[src/source/snd_params.svh]
////////////////////////////////////////////////////////////////////////////
// Bus widths, address map and configuration bit positions of the sound
// board glue. Include it from any RTL file that needs them.
////////////////////////////////////////////////////////////////////////////
`ifndef SND_PARAMS_SVH
`define SND_PARAMS_SVH

`define SND_ADDR_W        16     // CPU address bus
`define SND_DATA_W        8      // CPU data bus
`define SND_ROM_AW        18     // 256 kB program ROM
`define SND_RAM_AW        13     // 8 kB PCM work RAM
`define SND_BANK_W        4      // 16 pages of 16 kB

// Address map, decoded on A[15:12] unless noted
`define SND_NIB_RAM_TOP   4'h1   // RAM covers nibbles 0 and 1
`define SND_NIB_CFG       4'h4   // Command read, config write
`define SND_NIB_RPLY      4'hc   // Reply write, ROM read
`define SND_PAGE_BANKED   2'b10  // A[15:14] of the banked window

// Configuration register layout
`define SND_CFG_BANK_LSB  4      // Bank in 7:4
`define SND_CFG_NMICLRN   3
`define SND_CFG_IRQCLRN   2
`define SND_CFG_MUTE      1      // Bit 0 unused

`endif

[src/source/snd_pkg.sv]
////////////////////////////////////////////////////////////////////////////
// Shared types of the sound bus glue. Import with a wildcard in the
// module header.
////////////////////////////////////////////////////////////////////////////
`include "snd_params.svh"

package snd_pkg;

    // CPU side
    typedef logic [`SND_ADDR_W-1:0] snd_addr_t;   // 64 kB CPU space
    typedef logic [`SND_DATA_W-1:0] snd_data_t;   // One bus byte

    // Memory side
    typedef logic [`SND_ROM_AW-1:0] rom_addr_t;   // Program ROM byte address
    typedef logic [`SND_RAM_AW-1:0] ram_addr_t;   // PCM RAM address

    // Page select for the banked window at 0x8000
    typedef logic [`SND_BANK_W-1:0] snd_bank_t;

    // Note that the fixed window at 0xC000 always maps to page 0,
    // so a bank of 0 makes both windows show the same data
    // for A[13:0] equal.
    //
    // ROM address layout:
    //   17:14  page (bank or 0)
    //   13     A[13]
    //   12:0   A[12:0]

endpackage

[src/source/snd_bus_if.sv]
////////////////////////////////////////////////////////////////////////////
// CPU write bus plus the decoded register strobes, shared by the address
// decoder and the register block inside the sound glue.
////////////////////////////////////////////////////////////////////////////
`timescale 1ns/10ps
`include "snd_params.svh"

interface snd_bus_if import snd_pkg::*; ();

    snd_addr_t addr;      // CPU address, always valid
    snd_data_t wdata;     // CPU write data
    logic      wr;        // High on a write cycle
    logic      cfg_we;    // Write to config register
    logic      reply_we;  // Write to reply latch
    snd_bank_t bank;      // Current ROM page

    // Top level drives the CPU side
    modport glue (
        output addr, wdata, wr
    );

    // Combinational decoder
    modport decode (
        input  addr, wdata, wr, bank,
        output cfg_we, reply_we
    );

    // Clocked register block
    modport regs (
        input  wdata, cfg_we, reply_we,
        output bank
    );

endinterface

[src/source/snd_addr_decode.sv]
////////////////////////////////////////////////////////////////////////////
// Address decode of the sound CPU bus. Selects the memory region, banks
// the ROM address, steers read data and stalls the CPU on slow ROM.
////////////////////////////////////////////////////////////////////////////
`timescale 1ns/10ps
`include "snd_params.svh"

module snd_addr_decode import snd_pkg::*; (
    snd_bus_if.decode bus,
    input  snd_data_t snd_cmd,      // Command from main board
    input  snd_data_t pcmram_dout,
    input  snd_data_t rom_data,
    input  logic      rom_ok,       // ROM data valid
    output snd_data_t cpu_din,
    output logic      rom_cs,
    output rom_addr_t rom_addr,
    output logic      rdy,          // Low stalls the CPU
    output logic      pcmram_we,
    output ram_addr_t pcmram_addr,
    output snd_data_t pcmram_din
);

    logic [3:0] nib;                // Top address nibble
    logic       rd;
    logic       ram_sel;            // 0x0000-0x1FFF
    logic       cmd_rd;             // Command latch read
    logic       bank_sel;           // Banked window 0x8000-0xBFFF
    logic [`SND_ROM_AW-`SND_RAM_AW-1:0] rom_upper;

    assign nib = bus.addr[`SND_ADDR_W-1 -: 4];
    assign rd  = ~bus.wr;

    // Region decode
    always_comb begin
        ram_sel      = nib <= `SND_NIB_RAM_TOP;
        cmd_rd       = (nib == `SND_NIB_CFG) && rd;
        bus.cfg_we   = (nib == `SND_NIB_CFG) && bus.wr;
        bus.reply_we = (nib == `SND_NIB_RPLY) && bus.wr;
        rom_cs       = bus.addr[`SND_ADDR_W-1] && rd;    // Whole upper half
        bank_sel     = bus.addr[`SND_ADDR_W-1 -: 2] == `SND_PAGE_BANKED;
    end

    // Fixed window sits on page 0
    always_comb begin
        if (bank_sel) begin
            rom_upper = {bus.bank, bus.addr[`SND_RAM_AW]};
        end else begin
            rom_upper = {{`SND_BANK_W{1'b0}}, bus.addr[`SND_RAM_AW]};
        end
    end

    assign rom_addr = {rom_upper, bus.addr[`SND_RAM_AW-1:0]};

    // Stall only while a ROM read waits
    assign rdy = ~rom_cs | rom_ok;

    // PCM work RAM
    assign pcmram_we   = ram_sel & bus.wr;
    assign pcmram_addr = bus.addr[`SND_RAM_AW-1:0];
    assign pcmram_din  = bus.wdata;

    // Read steering, ROM first
    always_comb begin
        if (rom_cs) begin
            cpu_din = rom_data;
        end else if (ram_sel) begin
            cpu_din = pcmram_dout;
        end else if (cmd_rd) begin
            cpu_din = snd_cmd;
        end else begin
            cpu_din = '0;               // Open bus reads as zero
        end
    end

endmodule

[src/source/snd_ctrl_regs.sv]
////////////////////////////////////////////////////////////////////////////
// Configuration and reply registers of the sound CPU, and the IRQ and NMI
// edge latches. Strobes come from the address decoder via the bus.
////////////////////////////////////////////////////////////////////////////
`timescale 1ns/10ps
`include "snd_params.svh"

module snd_ctrl_regs import snd_pkg::*; (
    input  logic      clk,
    input  logic      arst_n,
    snd_bus_if.regs   bus,
    input  logic      cen244,       // 244 Hz tick
    input  logic      set_cmd,      // Main board wrote a command
    output snd_data_t snd_rply,     // Reply to main board
    output logic      mute,
    output logic      irq,
    output logic      nmi
);

    localparam int IRQ_I = 0;       // Flag index of the tick
    localparam int NMI_I = 1;       // Flag index of the command

    logic [`SND_DATA_W-1:`SND_CFG_MUTE] cfg;   // Bit 0 not stored
    logic       irq_clrn;
    logic       nmi_clrn;
    logic [1:0] edge_in;
    logic [1:0] edge_last;          // Input seen at previous edge
    logic [1:0] edge_clr;
    logic [1:0] edge_flag;

    // Configuration register
    always_ff @(posedge clk or negedge arst_n) begin
        if (!arst_n) begin
            cfg <= '0;              // Both interrupts held clear
        end else if (bus.cfg_we) begin
            cfg <= bus.wdata[`SND_DATA_W-1:`SND_CFG_MUTE];
        end
    end

    // Reply latch read by the main board
    always_ff @(posedge clk or negedge arst_n) begin
        if (!arst_n) begin
            snd_rply <= '0;
        end else if (bus.reply_we) begin
            snd_rply <= bus.wdata;
        end
    end

    // Field split
    assign bus.bank = cfg[`SND_CFG_BANK_LSB +: `SND_BANK_W];
    assign nmi_clrn = cfg[`SND_CFG_NMICLRN];
    assign irq_clrn = cfg[`SND_CFG_IRQCLRN];
    assign mute     = cfg[`SND_CFG_MUTE];

    // Both latches share one edge detector
    assign edge_in[IRQ_I]  = cen244;
    assign edge_in[NMI_I]  = set_cmd;
    assign edge_clr[IRQ_I] = ~irq_clrn;
    assign edge_clr[NMI_I] = ~nmi_clrn;

    always_ff @(posedge clk or negedge arst_n) begin
        if (!arst_n) begin
            edge_last <= '0;
            edge_flag <= '0;
        end else begin
            edge_last <= edge_in;   // Sampled every cycle
            for (int i = 0; i < 2; i++) begin
                if (edge_clr[i]) begin
                    edge_flag[i] <= 1'b0;       // Clear beats set
                end else if (edge_in[i] && !edge_last[i]) begin
                    edge_flag[i] <= 1'b1;       // Rising edge
                end
            end
        end
    end

    // Levels to the CPU
    assign irq = edge_flag[IRQ_I];
    assign nmi = edge_flag[NMI_I];

    // A config write of clrn=0 must reach the flag by the next cycle
    a_irq_held: assert property (
        @(posedge clk) disable iff (!arst_n)
        !irq_clrn |=> !irq
    ) else $error("irq high after irq_clrn was low");

    a_nmi_held: assert property (
        @(posedge clk) disable iff (!arst_n)
        !nmi_clrn |=> !nmi
    ) else $error("nmi high after nmi_clrn was low");

endmodule

[src/source/snd_bus_glue.sv]
////////////////////////////////////////////////////////////////////////////
// Sound board bus glue top level. Connects the sound CPU bus, program ROM
// and PCM RAM ports to the address decoder and the register block.
////////////////////////////////////////////////////////////////////////////
`timescale 1ns/10ps
`include "snd_params.svh"

module snd_bus_glue import snd_pkg::*; (
    input  logic      clk,
    input  logic      arst_n,
    // Main board side
    input  logic      cen244,
    input  logic      set_cmd,
    input  snd_data_t snd_cmd,
    output snd_data_t snd_rply,
    // Sound CPU
    input  snd_addr_t cpu_addr,
    input  snd_data_t cpu_dout,     // CPU write data
    input  logic      cpu_wr,
    output snd_data_t cpu_din,
    output logic      rdy,
    output logic      irq,
    output logic      nmi,
    output logic      mute,
    // Program ROM
    output logic      rom_cs,
    output rom_addr_t rom_addr,
    input  snd_data_t rom_data,
    input  logic      rom_ok,
    // PCM work RAM
    output logic      pcmram_we,
    output ram_addr_t pcmram_addr,
    output snd_data_t pcmram_din,
    input  snd_data_t pcmram_dout
);

    snd_bus_if u_bus ();

    // CPU side of the internal bus
    assign u_bus.addr  = cpu_addr;
    assign u_bus.wdata = cpu_dout;
    assign u_bus.wr    = cpu_wr;

    snd_addr_decode u_decode (
        .bus         ( u_bus.decode  ),
        .snd_cmd     ( snd_cmd       ),
        .pcmram_dout ( pcmram_dout   ),
        .rom_data    ( rom_data      ),
        .rom_ok      ( rom_ok        ),
        .cpu_din     ( cpu_din       ),
        .rom_cs      ( rom_cs        ),
        .rom_addr    ( rom_addr      ),
        .rdy         ( rdy           ),
        .pcmram_we   ( pcmram_we     ),
        .pcmram_addr ( pcmram_addr   ),
        .pcmram_din  ( pcmram_din    )
    );

    snd_ctrl_regs u_regs (
        .clk         ( clk           ),
        .arst_n      ( arst_n        ),
        .bus         ( u_bus.regs    ),
        .cen244      ( cen244        ),
        .set_cmd     ( set_cmd       ),
        .snd_rply    ( snd_rply      ),
        .mute        ( mute          ),
        .irq         ( irq           ),
        .nmi         ( nmi           )
    );

endmodule

[config.mk]
export PLATFORM = sky130hd
export DESIGN_NAME = snd_bus_glue
export DESIGN_NICKNAME = d
export VERILOG_FILES = /design/src/source/snd_pkg.sv /design/src/source/snd_bus_if.sv /design/src/source/snd_addr_decode.sv /design/src/source/snd_ctrl_regs.sv /design/src/source/snd_bus_glue.sv
export VERILOG_INCLUDE_DIRS = /design/src /design/src/source
export SDC_FILE = /design/constraint.sdc
export NUM_CORES = 1
export LEC_CHECK = 0
export BUFFER_PORTS_ARGS = -buffer_cell sky130_fd_sc_hd__buf_2
export CORE_ASPECT_RATIO = 0.5
export CORE_MARGIN = 1
export CORE_UTILIZATION = 40
export DETAILED_ROUTE_END_ITERATION = 10
export PLACE_DENSITY = 0.95
export SLEW_MARGIN = 40
export SYNTH_ARGS = -nofsm -noshare
export SYNTH_HDL_FRONTEND = slang
export SYNTH_SLANG_ARGS = --single-unit
[constraint.sdc]
create_clock -name clk -period 1.8 [get_ports clk]
set_input_delay 0.18 -clock clk [delete_from_list [all_inputs] [get_ports clk]]
set_output_delay 0.18 -clock clk [all_outputs]
set_load 0.1 [all_outputs]
---- After elaboration in Yosys (flattened, before gate mapping) ----
Cells that the tools add are included.
operators by class
  muxes and demuxes ....................... 8
  equality and inequality tests ........... 5
  order comparisons ....................... 1
  reduce and logical (&&, ||, !) cells .... 8
  bitwise operators ....................... 4
operators with widths
  kind                                                                   number
  8-bit 2-to-1 mux                                                       3
  1-bit logical AND                                                      6
  5-bit 2-to-1 mux                                                       1
  4-bit by 3-bit equality test with 1-bit output, second input constant  1
  4-bit equality test, second input constant                             1
  4-bit by 1-bit <= comparator with 1-bit output, second input constant  1
  1-bit 2-to-1 mux                                                       4
  2-bit inequality test, second input constant                           2
  2-bit equality test, second input constant                             1
  1-bit logical NOT                                                      2
  1-bit inverter                                                         2
  1-bit AND                                                              1
  1-bit bitwise OR                                                       1
word-level totals
  flip-flop bits (word level) ............. 19
  input port bits ......................... 54
  word-level logic and storage cells ...... 31

---- Logic depth before layout (Yosys ltp) ----
Gate-level depths: netlist of run 1.
  depth in word-level cells ............... 5
  gate-level depth with buffers ........... 4
  depth with buffers taken out ............ 3

---- By module ----
From an unflattened synthesis of run 1, not the netlist that was laid out.
second synthesis, totals
  cell total of the unflattened synthesis .. 110
  area, all modules ....................... 1296.2 um^2
by module, submodules not included
  module           times used  cells an instance  area an instance (um^2)  seq. area each (um^2)
  snd_ctrl_regs    1           44                 780.7                    475.5
  snd_addr_decode  1           66                 515.5                    0.0

---- Worst setup path before layout of run 1 ----
Ideal clock, no wire load.
  path kind ............................... input to output
  from .................................... input cpu_addr[14]
  to ...................................... output pcmram_we
  path buffers ............................ 0
  arrival ................................. 3.331 ns
  setup slack ............................. -1.711 ns
  stages on the path ...................... 1
  path through ............................ nor4b_1
on the way
  longest elaborated chain between the ends .. 2
RTL lines
  what                                                             RTL line               RTL
  from (decl)                                                      snd_bus_glue.sv:17     input snd_addr_t cpu_addr,
  4-bit by 1-bit <= comparator with 1-bit output (no source line)  n/a
  1-bit AND                                                        snd_addr_decode.sv:58  assign pcmram_we = ram_sel & bus.wr;
  to (decl)                                                        snd_bus_glue.sv:31     output logic pcmram_we,
Every way passes these cells.

---- Worst setup path after layout of run 1 ----
  from .................................... input cpu_addr[13]
  to ...................................... output cpu_din[1]
on the way
  longest elaborated chain between the ends .. 5
  elaborated cells between the ends (all ways) .. 6
  classes of those cells .................. order compare: 1; eq/ne: 1; mux: 3; reduce/logical: 1
RTL lines
  what                                                             RTL line               RTL
  4-bit by 3-bit equality test with 1-bit output (no source line)  n/a
  1-bit logical AND                                                snd_addr_decode.sv:36  cmd_rd = (nib == `SND_NIB_CFG) && rd;
  8-bit 2-to-1 mux                                                 snd_addr_decode.sv:68  end else if (cmd_rd) begin
  8-bit 2-to-1 mux *                                               snd_addr_decode.sv:66  end else if (ram_sel) begin
  8-bit 2-to-1 mux *                                               snd_addr_decode.sv:64  if (rom_cs) begin
  to (decl)                                                        snd_bus_glue.sv:20     output snd_data_t cpu_din,
Every way passes the cells marked *; elsewhere a longest branch is shown, timed or not.

==> metrics, run 1 <==
Static Leak=0.000861 uW; combinational share of power=about 55%; DP Area=approximately 1600 sq um; number of I/O pins=approximately 120; initial core utilization=between 40% and 50%; post-route design area=between 1500 and 2000 sq um; Core Box Area=around 2800 sq um; Worst slew margin=around two thirds; Max-Cap Viols=0; RR Startpoint=u_regs.snd_rply[4]$_DFFE_PN0P_; Syn Area/Cell=12.0 sq um; Switch Pwr=about 950 uW; detailed-route vias per instance=around 5; PD cells=roughly 1200 nW/um^2; cell count after synthesis=between 100 and 150; Synthesized Nets=158; gpl congestion=0.772; area grow syn2layout=29.8%; Slew Viols, Final=0; GRT Util Overall=roughly 17%; TritonCTS clock tree=built; HP Class=in2reg; Int Power=between 900 and 1000 uW; DRC Markers=0; Clock Pin Slew Worst Setup and Hold Paths=about 60 ps; setup_tns=0 ps; peak supply drop=0.596 mV; routed length per instance=roughly 14 um; largest net degree at the start of global routing=20; share of cells above drive strength 1=roughly three quarters; initial antenna violation count=0; site row count=13; CP required=about 1600 ps; CTS Buf Count=3; hold wc startpoint=set_cmd; sequential element share of the synthesized area=between 30% and 40%; Detailed Place HPWL=2190 um; Synth Warn #=0; crit-path max cell delay=~390 ps; number of global-route vias before repair=slightly below 1k; die area=about 3400 sq um; Switching Share=50.9%; DR pass1 iterations=4; Port Buffer Count=78; GR Overflow Total=0; via count=roughly 910; global-route wire length before repair=about 4400 um; final core area utilization=approximately 60%; Fin. Hold Viols=0; CP max stage cell=nor3b_4; Synth Cell Area=1240 sq um; worst-case clock skew=0.425 ps; crit path time final=1550 ps; post-synth cell types=18; crit-path max FO=8; CTS resizes=0; RSZ-0062 raised after global routing=false; Worst Setup SP=cpu_addr[13]; Max clock buf depth=2; Fill cells=231; Tightest Pin Transition=501 ps; Clk Latency, worst-skew pair=250 ps; chip width=80.9 um; outcome=finished clean; clk sinks=19; startpoint types=input pin; DRT iter0 DRCs=16; Antenna diodes=0; Vert. Die Dim=slightly above 40 um; Worst setup EP type=output pin; worst path buffer plus inverter count=2; crit path cell chain=buf_2, nor3b_4, nor3b_4, a21o_2, buf_12; Most common cell on crit path=nor3b_4; Post-DRT Antenna Nets=0; Crit path arrival time=1370 ps; Reg power frac=30.0%; CP top delay family=simple AND/OR/NAND/NOR gates; period utilisation layout=86.1%; CP Class=in2out; clock share of power=roughly 15%; # nets final=between 200 and 250; Fmax=about 650 MHz; Root Buffer=clkbuf_8; Routed Wire Length=approximately 2700 um; H-Tree Depth=1; final setup vio count=0; flip-flop and latch count after synthesis=19
==> synthesized netlist by cell type <==
cell type	count	share of area (%)
mux2_4	8	9.6
a22o_1	8	5.6
mux2_2	7	6.3
and3_4	1	0.90
buf_4	35	21
o21a_1	2	1.2
buf_2	1	0.40
nor3b_4	2	3.0
nand2b_1	1	0.50
buf_12	1	1.6
nor3_2	1	0.80
a21o_1	8	4.8
nor4b_1	1	0.70
nor2b_1	3	1.5
nand3b_2	1	0.90
dfrtp_1	19	38
and2b_2	1	0.70
and2_1	4	2.0
==> cell type report <==
| cell class | count | area, sq um | area share (%) |
|---|---|---|---|
| Timing Repair Buffer | 80 | 543 | 33.6 |
| Sequential cell | 19 | 475 | 29.4 |
| Clock buffer | 4 | 45.0 | 2.79 |
| Tap cell | 37 | 46.3 | 2.86 |
| Multi-Input combinational cell | 48 | 507 | 31.3 |
==> metal layers <==
metal	vias up	global-route usage, %	share of wire [%]
li1	421	-	-
met1	454	17.0	35
met2	30	32.6	56
met3	9	4.62	6.9
met4	0	7.50	2.0
met5	-	0	0
==> cell families (layout without fill, tap and decap cells) <==
| group | after synthesis | in the layout | share of synthesized area (%) |
|---|---|---|---|
| AO/OA/AOI/OAI | 18 | 18 | 11.7 |
| buffers and inverters | 37 | 84 | 23.1 |
| flip-flops | 19 | 19 | 38.2 |
| multiplexers | 15 | 15 | 16.0 |
| AND/OR/NAND/NOR | 15 | 15 | 11.1 |
==> state kept, by name, indices dropped and copies added (netlist names) <==
| register | cells |
|---|---|
| u_regs.edge_flag | 2 |
| u_regs.edge_last | 2 |
| u_regs.cfg | 7 |
| u_regs.snd_rply | 8 |
==> cell usage in the layout (no fill, tap or decap) <==
cell type,netlist,routed
nor2b_1,3,3
and3_4,1,1
nand2b_1,1,1
o21a_1,2,2
nand3b_2,1,1
nor3_2,1,1
nor4b_4,0,1
a21o_2,0,8
buf_2,1,69
clkbuf_8,0,3
mux2_2,7,7
mux2_4,8,8
and2b_2,1,1
clkbuf_1,0,1
a22o_1,8,8
buf_4,35,1
dlygate4sd3_1,0,1
dfrtp_1,19,19
and2_1,4,4
buf_12,1,9
nor3b_4,2,2
==> stage by stage <==
| step | total power, uW | instances | worst slack, ps | hold WS (ps) |
|---|---|---|---|---|
| final | 1870 | 188 | 250 | 42.1 |
| after global routing | 1940 | 188 | 154 | 33.9 |
| after CTS | 1880 | 188 | 242 | 38.3 |
| after detailed placement | 1590 | 183 | 249 | 132 |
| after global placement | 1570 | 183 | 290 | 127 |
| after floorplan | 1630 | 104 | 134 | -116 |
==> path summary, 6_finish.rpt <==
path	endpoint	slack (ps)	cells past startpoint
worst max-delay path	cpu_din[1]	250	5
worst min-delay path	u_regs.edge_last[1]$_DFF_PN0_	40	1
worst max register to register	u_regs.snd_rply[4]$_DFFE_PN0P_	1010	1
worst min register to register	u_regs.edge_flag[0]$_DFFE_PN0P_	500	1
max in group asynchronous	u_regs.cfg[6]$_DFFE_PN0P_	1100	2
min in group asynchronous	u_regs.edge_last[1]$_DFF_PN0_	400	2
==> repair_timing <==
action | in CTS | in global routing
setup buffers | 0 | 0
endpoints found under the hold margin | 19 | 0
endpoints found under the setup margin | 0 | 0
hold buffers | 1 | 0
==> power by group through the flow <==
| stage | Combinational [uW] | Sequential, uW | Clock [uW] |
|---|---|---|---|
| finish | 1030 | 561 | 284 |
| global route | 1050 | 571 | 313 |
| CTS | 1030 | 561 | 291 |
| detailed placement | 1030 | 566 | 0 |
| global placement | 1010 | 558 | 0 |
| floorplan | 677 | 950 | 0 |
Note: power is estimated with default switching activity, not from simulation.
==> inputs of run 2 (changes only) <==
SYNTH_HIERARCHICAL = 1   (was default)
==> metrics, run 2 <==
number of I/O pins=115 (unchanged); WL met2=1360 um (was 1510 um); worst path buffer plus inverter count=2 (unchanged); Synth Warn #=6 (was 0); GRT Util Overall=16.8% (was 17.0%); Synthesized Nets=164 (was 158); Port Buffer Count=78 (unchanged); chip width=82.5 um (was 80.9 um); initial core utilization=42.5% (was 45.0%); cell count after synthesis=110 (was 104); number of global-route vias before repair=943 (was 969); via count=913 (was 914); DR pass1 iterations=4 (unchanged); Clk Latency, worst-skew pair=250 ps (about the same); peak supply drop=0.456 mV (was 0.596 mV); clk sinks=19 (unchanged); Routed Wire Length=2710 um (was 2700 um); Detailed Place HPWL=2120 um (was 2190 um); Synth top area share=36.7% (was 38.2%); flip-flop and latch count after synthesis=19 (unchanged); setup_tns=0 ps (unchanged); Core Box Area=3050 sq um (was 2770 sq um); CP Class=in2out (unchanged); Fmax=652 MHz (was 645 MHz); Vert. Die Dim=42.3 um (was 41.5 um); Static Leak=0.000898 uW (was 0.000861 uW); Top Registers=u_regs/snd_rply: 8 flops, u_regs/cfg: 7 flops (was u_regs.snd_rply: 8 flops, u_regs.cfg: 7 flops); post-CTS setup buffers=0 (unchanged); detailed-route vias per instance=4.73 (was 4.86); Max-Cap Viols=0 (unchanged); TritonCTS clock tree=built (unchanged); Synth Cell Area=1300 sq um (was 1240 sq um); post-synth cell types=18 (unchanged); Crit path arrival time=1350 ps (was 1370 ps); DRT iter0 DRCs=29 (was 16); crit-path max cell delay=470 ps (was 390 ps); Tightest Pin Transition=498 ps (was 501 ps); RSZ-0062 raised after global routing=false (unchanged); Synth area leader=dfrtp_1 (unchanged); Antenna diodes=0 (unchanged); crit-path max FO=8 (unchanged); Fin. Hold Viols=0 (unchanged); area grow syn2layout=25.9% (was 29.8%); crit path cell chain=buf_2, nor3_2, a22o_1, a21o_1, buf_12 (was buf_2, nor3b_4, nor3b_4, a21o_2, buf_12); Fill cells=289 (was 231); Root Buffer=clkbuf_8 (unchanged); Reg area=475 sq um (unchanged); max reg flops=8 (unchanged); die area=3490 sq um (was 3350 sq um); Biggest register=u_regs/snd_rply (was u_regs.snd_rply); # nets final=208 (was 206); CP required=1620 ps (about the same); sequential element share of the synthesized area=36.7% (was 38.2%); period utilisation layout=85.2% (was 86.1%); crit path time final=1530 ps (was 1550 ps); asr flop ratio synth=100% (unchanged); Max clock buf depth=2 (unchanged); worst-case clock skew=0.459 ps (was 0.425 ps); PD cells=1150 nW/um^2 (was 1160 nW/um^2); number of synthesized flops with an enable pin=0 (unchanged); initial antenna violation count=0 (unchanged); site row count=14 (was 13); Main synth FF type=dfrtp_1 (unchanged); final setup vio count=0 (unchanged); global-route wire length before repair=4390 um (unchanged); gpl congestion=0.743 (was 0.772); area occupied by multi-input gates=509 sq um (was 507 sq um); highest metal layer with signal wires=met4 (unchanged); share of cells above drive strength 1=68.6% (was 74.2%); Worst setup EP type=output pin (unchanged); HP Class=in2reg (unchanged); CP max stage cell=nor3_2 (was nor3b_4); routed length per instance=14.0 um (was 14.3 um); CP top delay family=simple AND/OR/NAND/NOR gates (unchanged); largest net degree at the start of global routing=20 (unchanged); Tot Pwr=1880 uW (was 1870 uW); H-Tree Depth=1 (unchanged); outcome=finished clean (unchanged); Slew Viols, Final=0 (unchanged); most frequent cells in the layout=buf_2 (69), dfrtp_1 (19), mux2_4 (15) (was buf_2 (69), dfrtp_1 (19), buf_12 (9)); Syn Area/Cell=11.8 sq um (was 12.0 sq um); most common cell in the netlist=buf_4 (unchanged); met1 WL=1100 um (was 942 um); Post-DRT Antenna Nets=0 (unchanged); commonest non-fill, non-tap cell in the layout=buf_2 (unchanged); DRC Markers=0 (unchanged); startpoint types=input pin (unchanged); Clock Pin Slew Worst Setup and Hold Paths=70 ps (was 60 ps); Worst slew margin=66.6% (was 66.4%); CTS Buf Count=3 (unchanged); synth top area cells=dfrtp_1 (37%), buf_4 (23%), mux2_4 (17%) (was dfrtp_1 (38%), buf_4 (21%), mux2_4 (9.6%)); synth cell count leaders=buf_4 (39), dfrtp_1 (19), mux2_4 (15), a21o_1 (8), a22o_1 (8) (was buf_4 (35), dfrtp_1 (19), a21o_1 (8), a22o_1 (8), mux2_4 (8)); GR Overflow Total=0 (unchanged); metal3 WL=200 um (was 187 um)
run 2: cell types whose count changed after synthesis, sizes merged:
cell,delta
buf,+5
nor2,+1
nand3b,-1
nand2,+1
run 2: repair_timing:
action,4_1_cts,5_1_grt
resized for setup,0,0
setup endpoints to repair,0,0
endpoints found under the hold margin,19,0
hold buffers,1,0
run 2: kinds of logic after synthesis:
| group | synth area share, % |
|---|---|
| DFF | 36.7 |
| buffers and inverters | 25.2 |
| AOI/OAI and AO/OA | 11.2 |
| and+or+nand+nor | 9.56 |
| muxes | 17.4 |
run 2: per-stage QoR:
stage          instance area, sq um  setup slack (ps)  util (%)  hold slack [ps]  std cells
6_report                       1630               266      53.5             42.2        193
5_1_grt                        1630               172      53.5             35.1        193
4_1_cts                        1630               270      53.5             35.3        193
3_3_place_gp                   1580               312      51.7              133        188
3_5_place_dp                   1580               281      51.7              138        188
2_1_floorplan                  1310               207         -             -116        110
run 2: final timing paths:
| path | startpoint | endpoint | slack (ps) | depth (start not counted) |
|---|---|---|---|---|
| hold / removal | cen244 | u_regs/edge_last[0]$_DFF_PN0_ | 40 | 1 |
| setup / recovery | cpu_addr[15] | cpu_din[7] | 270 | 5 |
| hold reg to reg | u_regs/edge_flag[0]$_DFFE_PN0P_ | u_regs/edge_flag[0]$_DFFE_PN0P_ | 490 | 1 |
| min in group asynchronous | arst_n | u_regs/cfg[6]$_DFFE_PN0P_ | 410 | 2 |
| max in group asynchronous | arst_n | u_regs/cfg[1]$_DFFE_PN0P_ | 1090 | 2 |
| setup reg to reg | u_regs/snd_rply[6]$_DFFE_PN0P_ | u_regs/snd_rply[6]$_DFFE_PN0P_ | 1010 | 1 |
run 2: cell type report:
class / count / area share, %
Tap cell: 40 / 3.07
Multi-Input combinational cell: 49 / 31.2
Sequential cell: 19 / 29.1
Timing Repair Buffer: 81 / 33.7
Clock buffer: 3 / 2.53
Clock inverter: 1 / 0.307
run 2: report_power, final:
group          switching [uW]  internal, uW
clock                     126           153
combinational             776           264
sequential               49.3           514
total                     952           931
run 2: layer usage:
layer / global-route usage, % / vias to the layer above
met2: 28.4 / 38
met5: 0 / -
met1: 20.5 / 441
met4: 6.21 / 0
met3: 4.78 / 10
li1: - / 424
==> inputs of run 3 (changes only) <==
RECOVER_POWER = 50   (was default)
==> metrics, run 3 (synthesis results as in run 2) <==
CP Class=in2out (unchanged); # nets final=208 (unchanged); Worst slew margin=21.6% (was 66.6%); Clock Pin Slew Worst Setup and Hold Paths=70 ps (about the same); initial core utilization=42.5% (unchanged); number of global-route vias before repair=943 (unchanged); hold wc startpoint=cen244 (unchanged); crit-path max FO=8 (unchanged); Reg-to-Reg End=u_regs/snd_rply[6]$_DFFE_PN0P_ (unchanged); Fmax=652 MHz (unchanged); Hold Path Depth=1 (unchanged); routed length per instance=14.0 um (about the same); CP required=1620 ps (about the same); detailed-route vias per instance=4.77 (was 4.73); outcome=finished clean (unchanged); Top Registers=u_regs/snd_rply: 8 flops, u_regs/cfg: 7 flops (unchanged); DRT iter0 DRCs=33 (was 29); Clk Latency, worst-skew pair=250 ps (about the same); chip width=82.5 um (unchanged); post-CTS setup buffers=0 (unchanged); peak supply drop=0.456 mV (about the same); GR Overflow Total=0 (unchanged); RR Startpoint=u_regs/snd_rply[6]$_DFFE_PN0P_ (unchanged); area occupied by multi-input gates=509 sq um (unchanged); Tot Pwr=1880 uW (about the same); Core Box Area=3050 sq um (unchanged); PD cells=1160 nW/um^2 (was 1150 nW/um^2); Post-DRT Antenna Nets=0 (unchanged); Worst setup EP type=output pin (unchanged); final setup vio count=0 (unchanged); met3 Track Usage GR=4.78% (unchanged); largest net degree at the start of global routing=20 (unchanged); global-route wire length before repair=4390 um (unchanged); Crit path arrival time=1350 ps (about the same); GR Layer Usage met2=28.4% (unchanged); initial antenna violation count=0 (unchanged); clk sinks=19 (unchanged); Antenna diodes=0 (unchanged); end of the worst hold path=u_regs/edge_last[0]$_DFF_PN0_ (unchanged); number of I/O pins=115 (unchanged); Detailed Place HPWL=2120 um (unchanged); r2r worst-path depth=1 (unchanged); Root Buffer=clkbuf_8 (unchanged); Tightest Pin Transition=1180 ps (was 498 ps); setup_tns=0 ps (unchanged); Fin. Hold Viols=0 (unchanged); GRT Util Overall=16.8% (unchanged); CTS Buf Count=3 (unchanged); Max-Cap Viols=0 (unchanged); most frequent cells in the layout=buf_2 (65), dfrtp_1 (19), mux2_4 (15) (was buf_2 (69), dfrtp_1 (19), mux2_4 (15)); Vert. Die Dim=42.3 um (unchanged); TritonCTS clock tree=built (unchanged); grt peak-use layer=met2 (unchanged); Max clock buf depth=2 (unchanged); met1 Use GR=20.5% (unchanged); DR pass1 iterations=4 (unchanged); startpoint types=input pin (unchanged); Finished Layout Cells=193 (unchanged); DRC Markers=0 (unchanged); site row count=14 (unchanged); Port Buffer Count=78 (unchanged); period utilisation layout=85.2% (unchanged); reg2reg setup slack=1010 ps (about the same); Reg area=475 sq um (unchanged); HP Class=in2reg (unchanged); commonest non-fill, non-tap cell in the layout=buf_2 (unchanged); CTS resizes=0 (unchanged); Routed Wire Length=2700 um (was 2710 um); die area=3490 sq um (unchanged); Cells after DPL=188 (unchanged); Fill cells=289 (unchanged); RSZ-0062 raised after global routing=false (unchanged); hold buffers post-CTS=1 (unchanged); Static Leak=0.000887 uW (was 0.000898 uW); Biggest register=u_regs/snd_rply (unchanged); Slew Viols, Final=0 (unchanged); gpl congestion=0.743 (unchanged); H-Tree Depth=1 (unchanged); crit path time final=1530 ps (unchanged); area grow syn2layout=25.5% (was 25.9%); worst-case clock skew=0.460 ps (was 0.459 ps); max reg flops=8 (unchanged); via count=920 (was 913); share of cells above drive strength 1=66.0% (was 68.6%)
==> run 3: cell types whose count changed in the layout (fill, tap and decap cells not counted) <==
cell,before,now
buf_2,69,65
clkbuf_1,0,4
==> run 3: through the flow <==
step | setup slack (ps) | hold WS (ps) | cell area [sq um] | utilization (%)
after floorplan | 207 | -116 | 1310 | -
after global placement | 312 | 133 | 1580 | 51.7
after detailed placement | 281 | 138 | 1580 | 51.7
after CTS | 270 | 35.3 | 1630 | 53.5
after global routing | 172 | 35.1 | 1630 | 53.4
final | 266 | 42.7 | 1630 | 53.4
==> run 3: worst max-delay path: stages <==
cell	delay, ps
buf_2	160
nor3_2	470
a22o_1	220
a21o_1	140
buf_12	180
==> run 3: worst max-delay path by stage <==
| stage | slack, ps | start | cells past startpoint | end |
|---|---|---|---|---|
| 4_1_cts | 270 | cpu_addr[13] | 5 | cpu_din[7] |
| 3_5_place_dp | 280 | cpu_addr[13] | 5 | cpu_din[7] |
| 2_1_floorplan | 210 | cpu_addr[13] | 3 | cpu_din[0] |
| 6_report | 270 | cpu_addr[15] | 5 | cpu_din[7] |
| 3_3_place_gp | 310 | cpu_addr[15] | 5 | cpu_din[6] |
| 5_1_grt | 170 | cpu_addr[15] | 5 | cpu_din[4] |
==> run 3: layout make-up <==
cell class | instances | area share, %
Timing Repair Buffer | 81 | 33.5
Clock inverter | 1 | 0.308
Sequential cell | 19 | 29.2
Tap cell | 40 | 3.08
Clock buffer | 3 | 2.54
Multi-Input combinational cell | 49 | 31.3
==> run 3: per-layer routing <==
metal  part of all wire (%)  vias to the layer above
li1                       -                      424
met1                     40                      448
met2                     51                       38
met3                    7.4                       10
met4                    1.5                        0
met5                      0                        -
==> run 3: where the power goes <==
part           internal [uW]  switching (uW)  leakage, uW
clock                    153             126    0.0000255
sequential               514            49.2     0.000234
combinational            263             776     0.000627
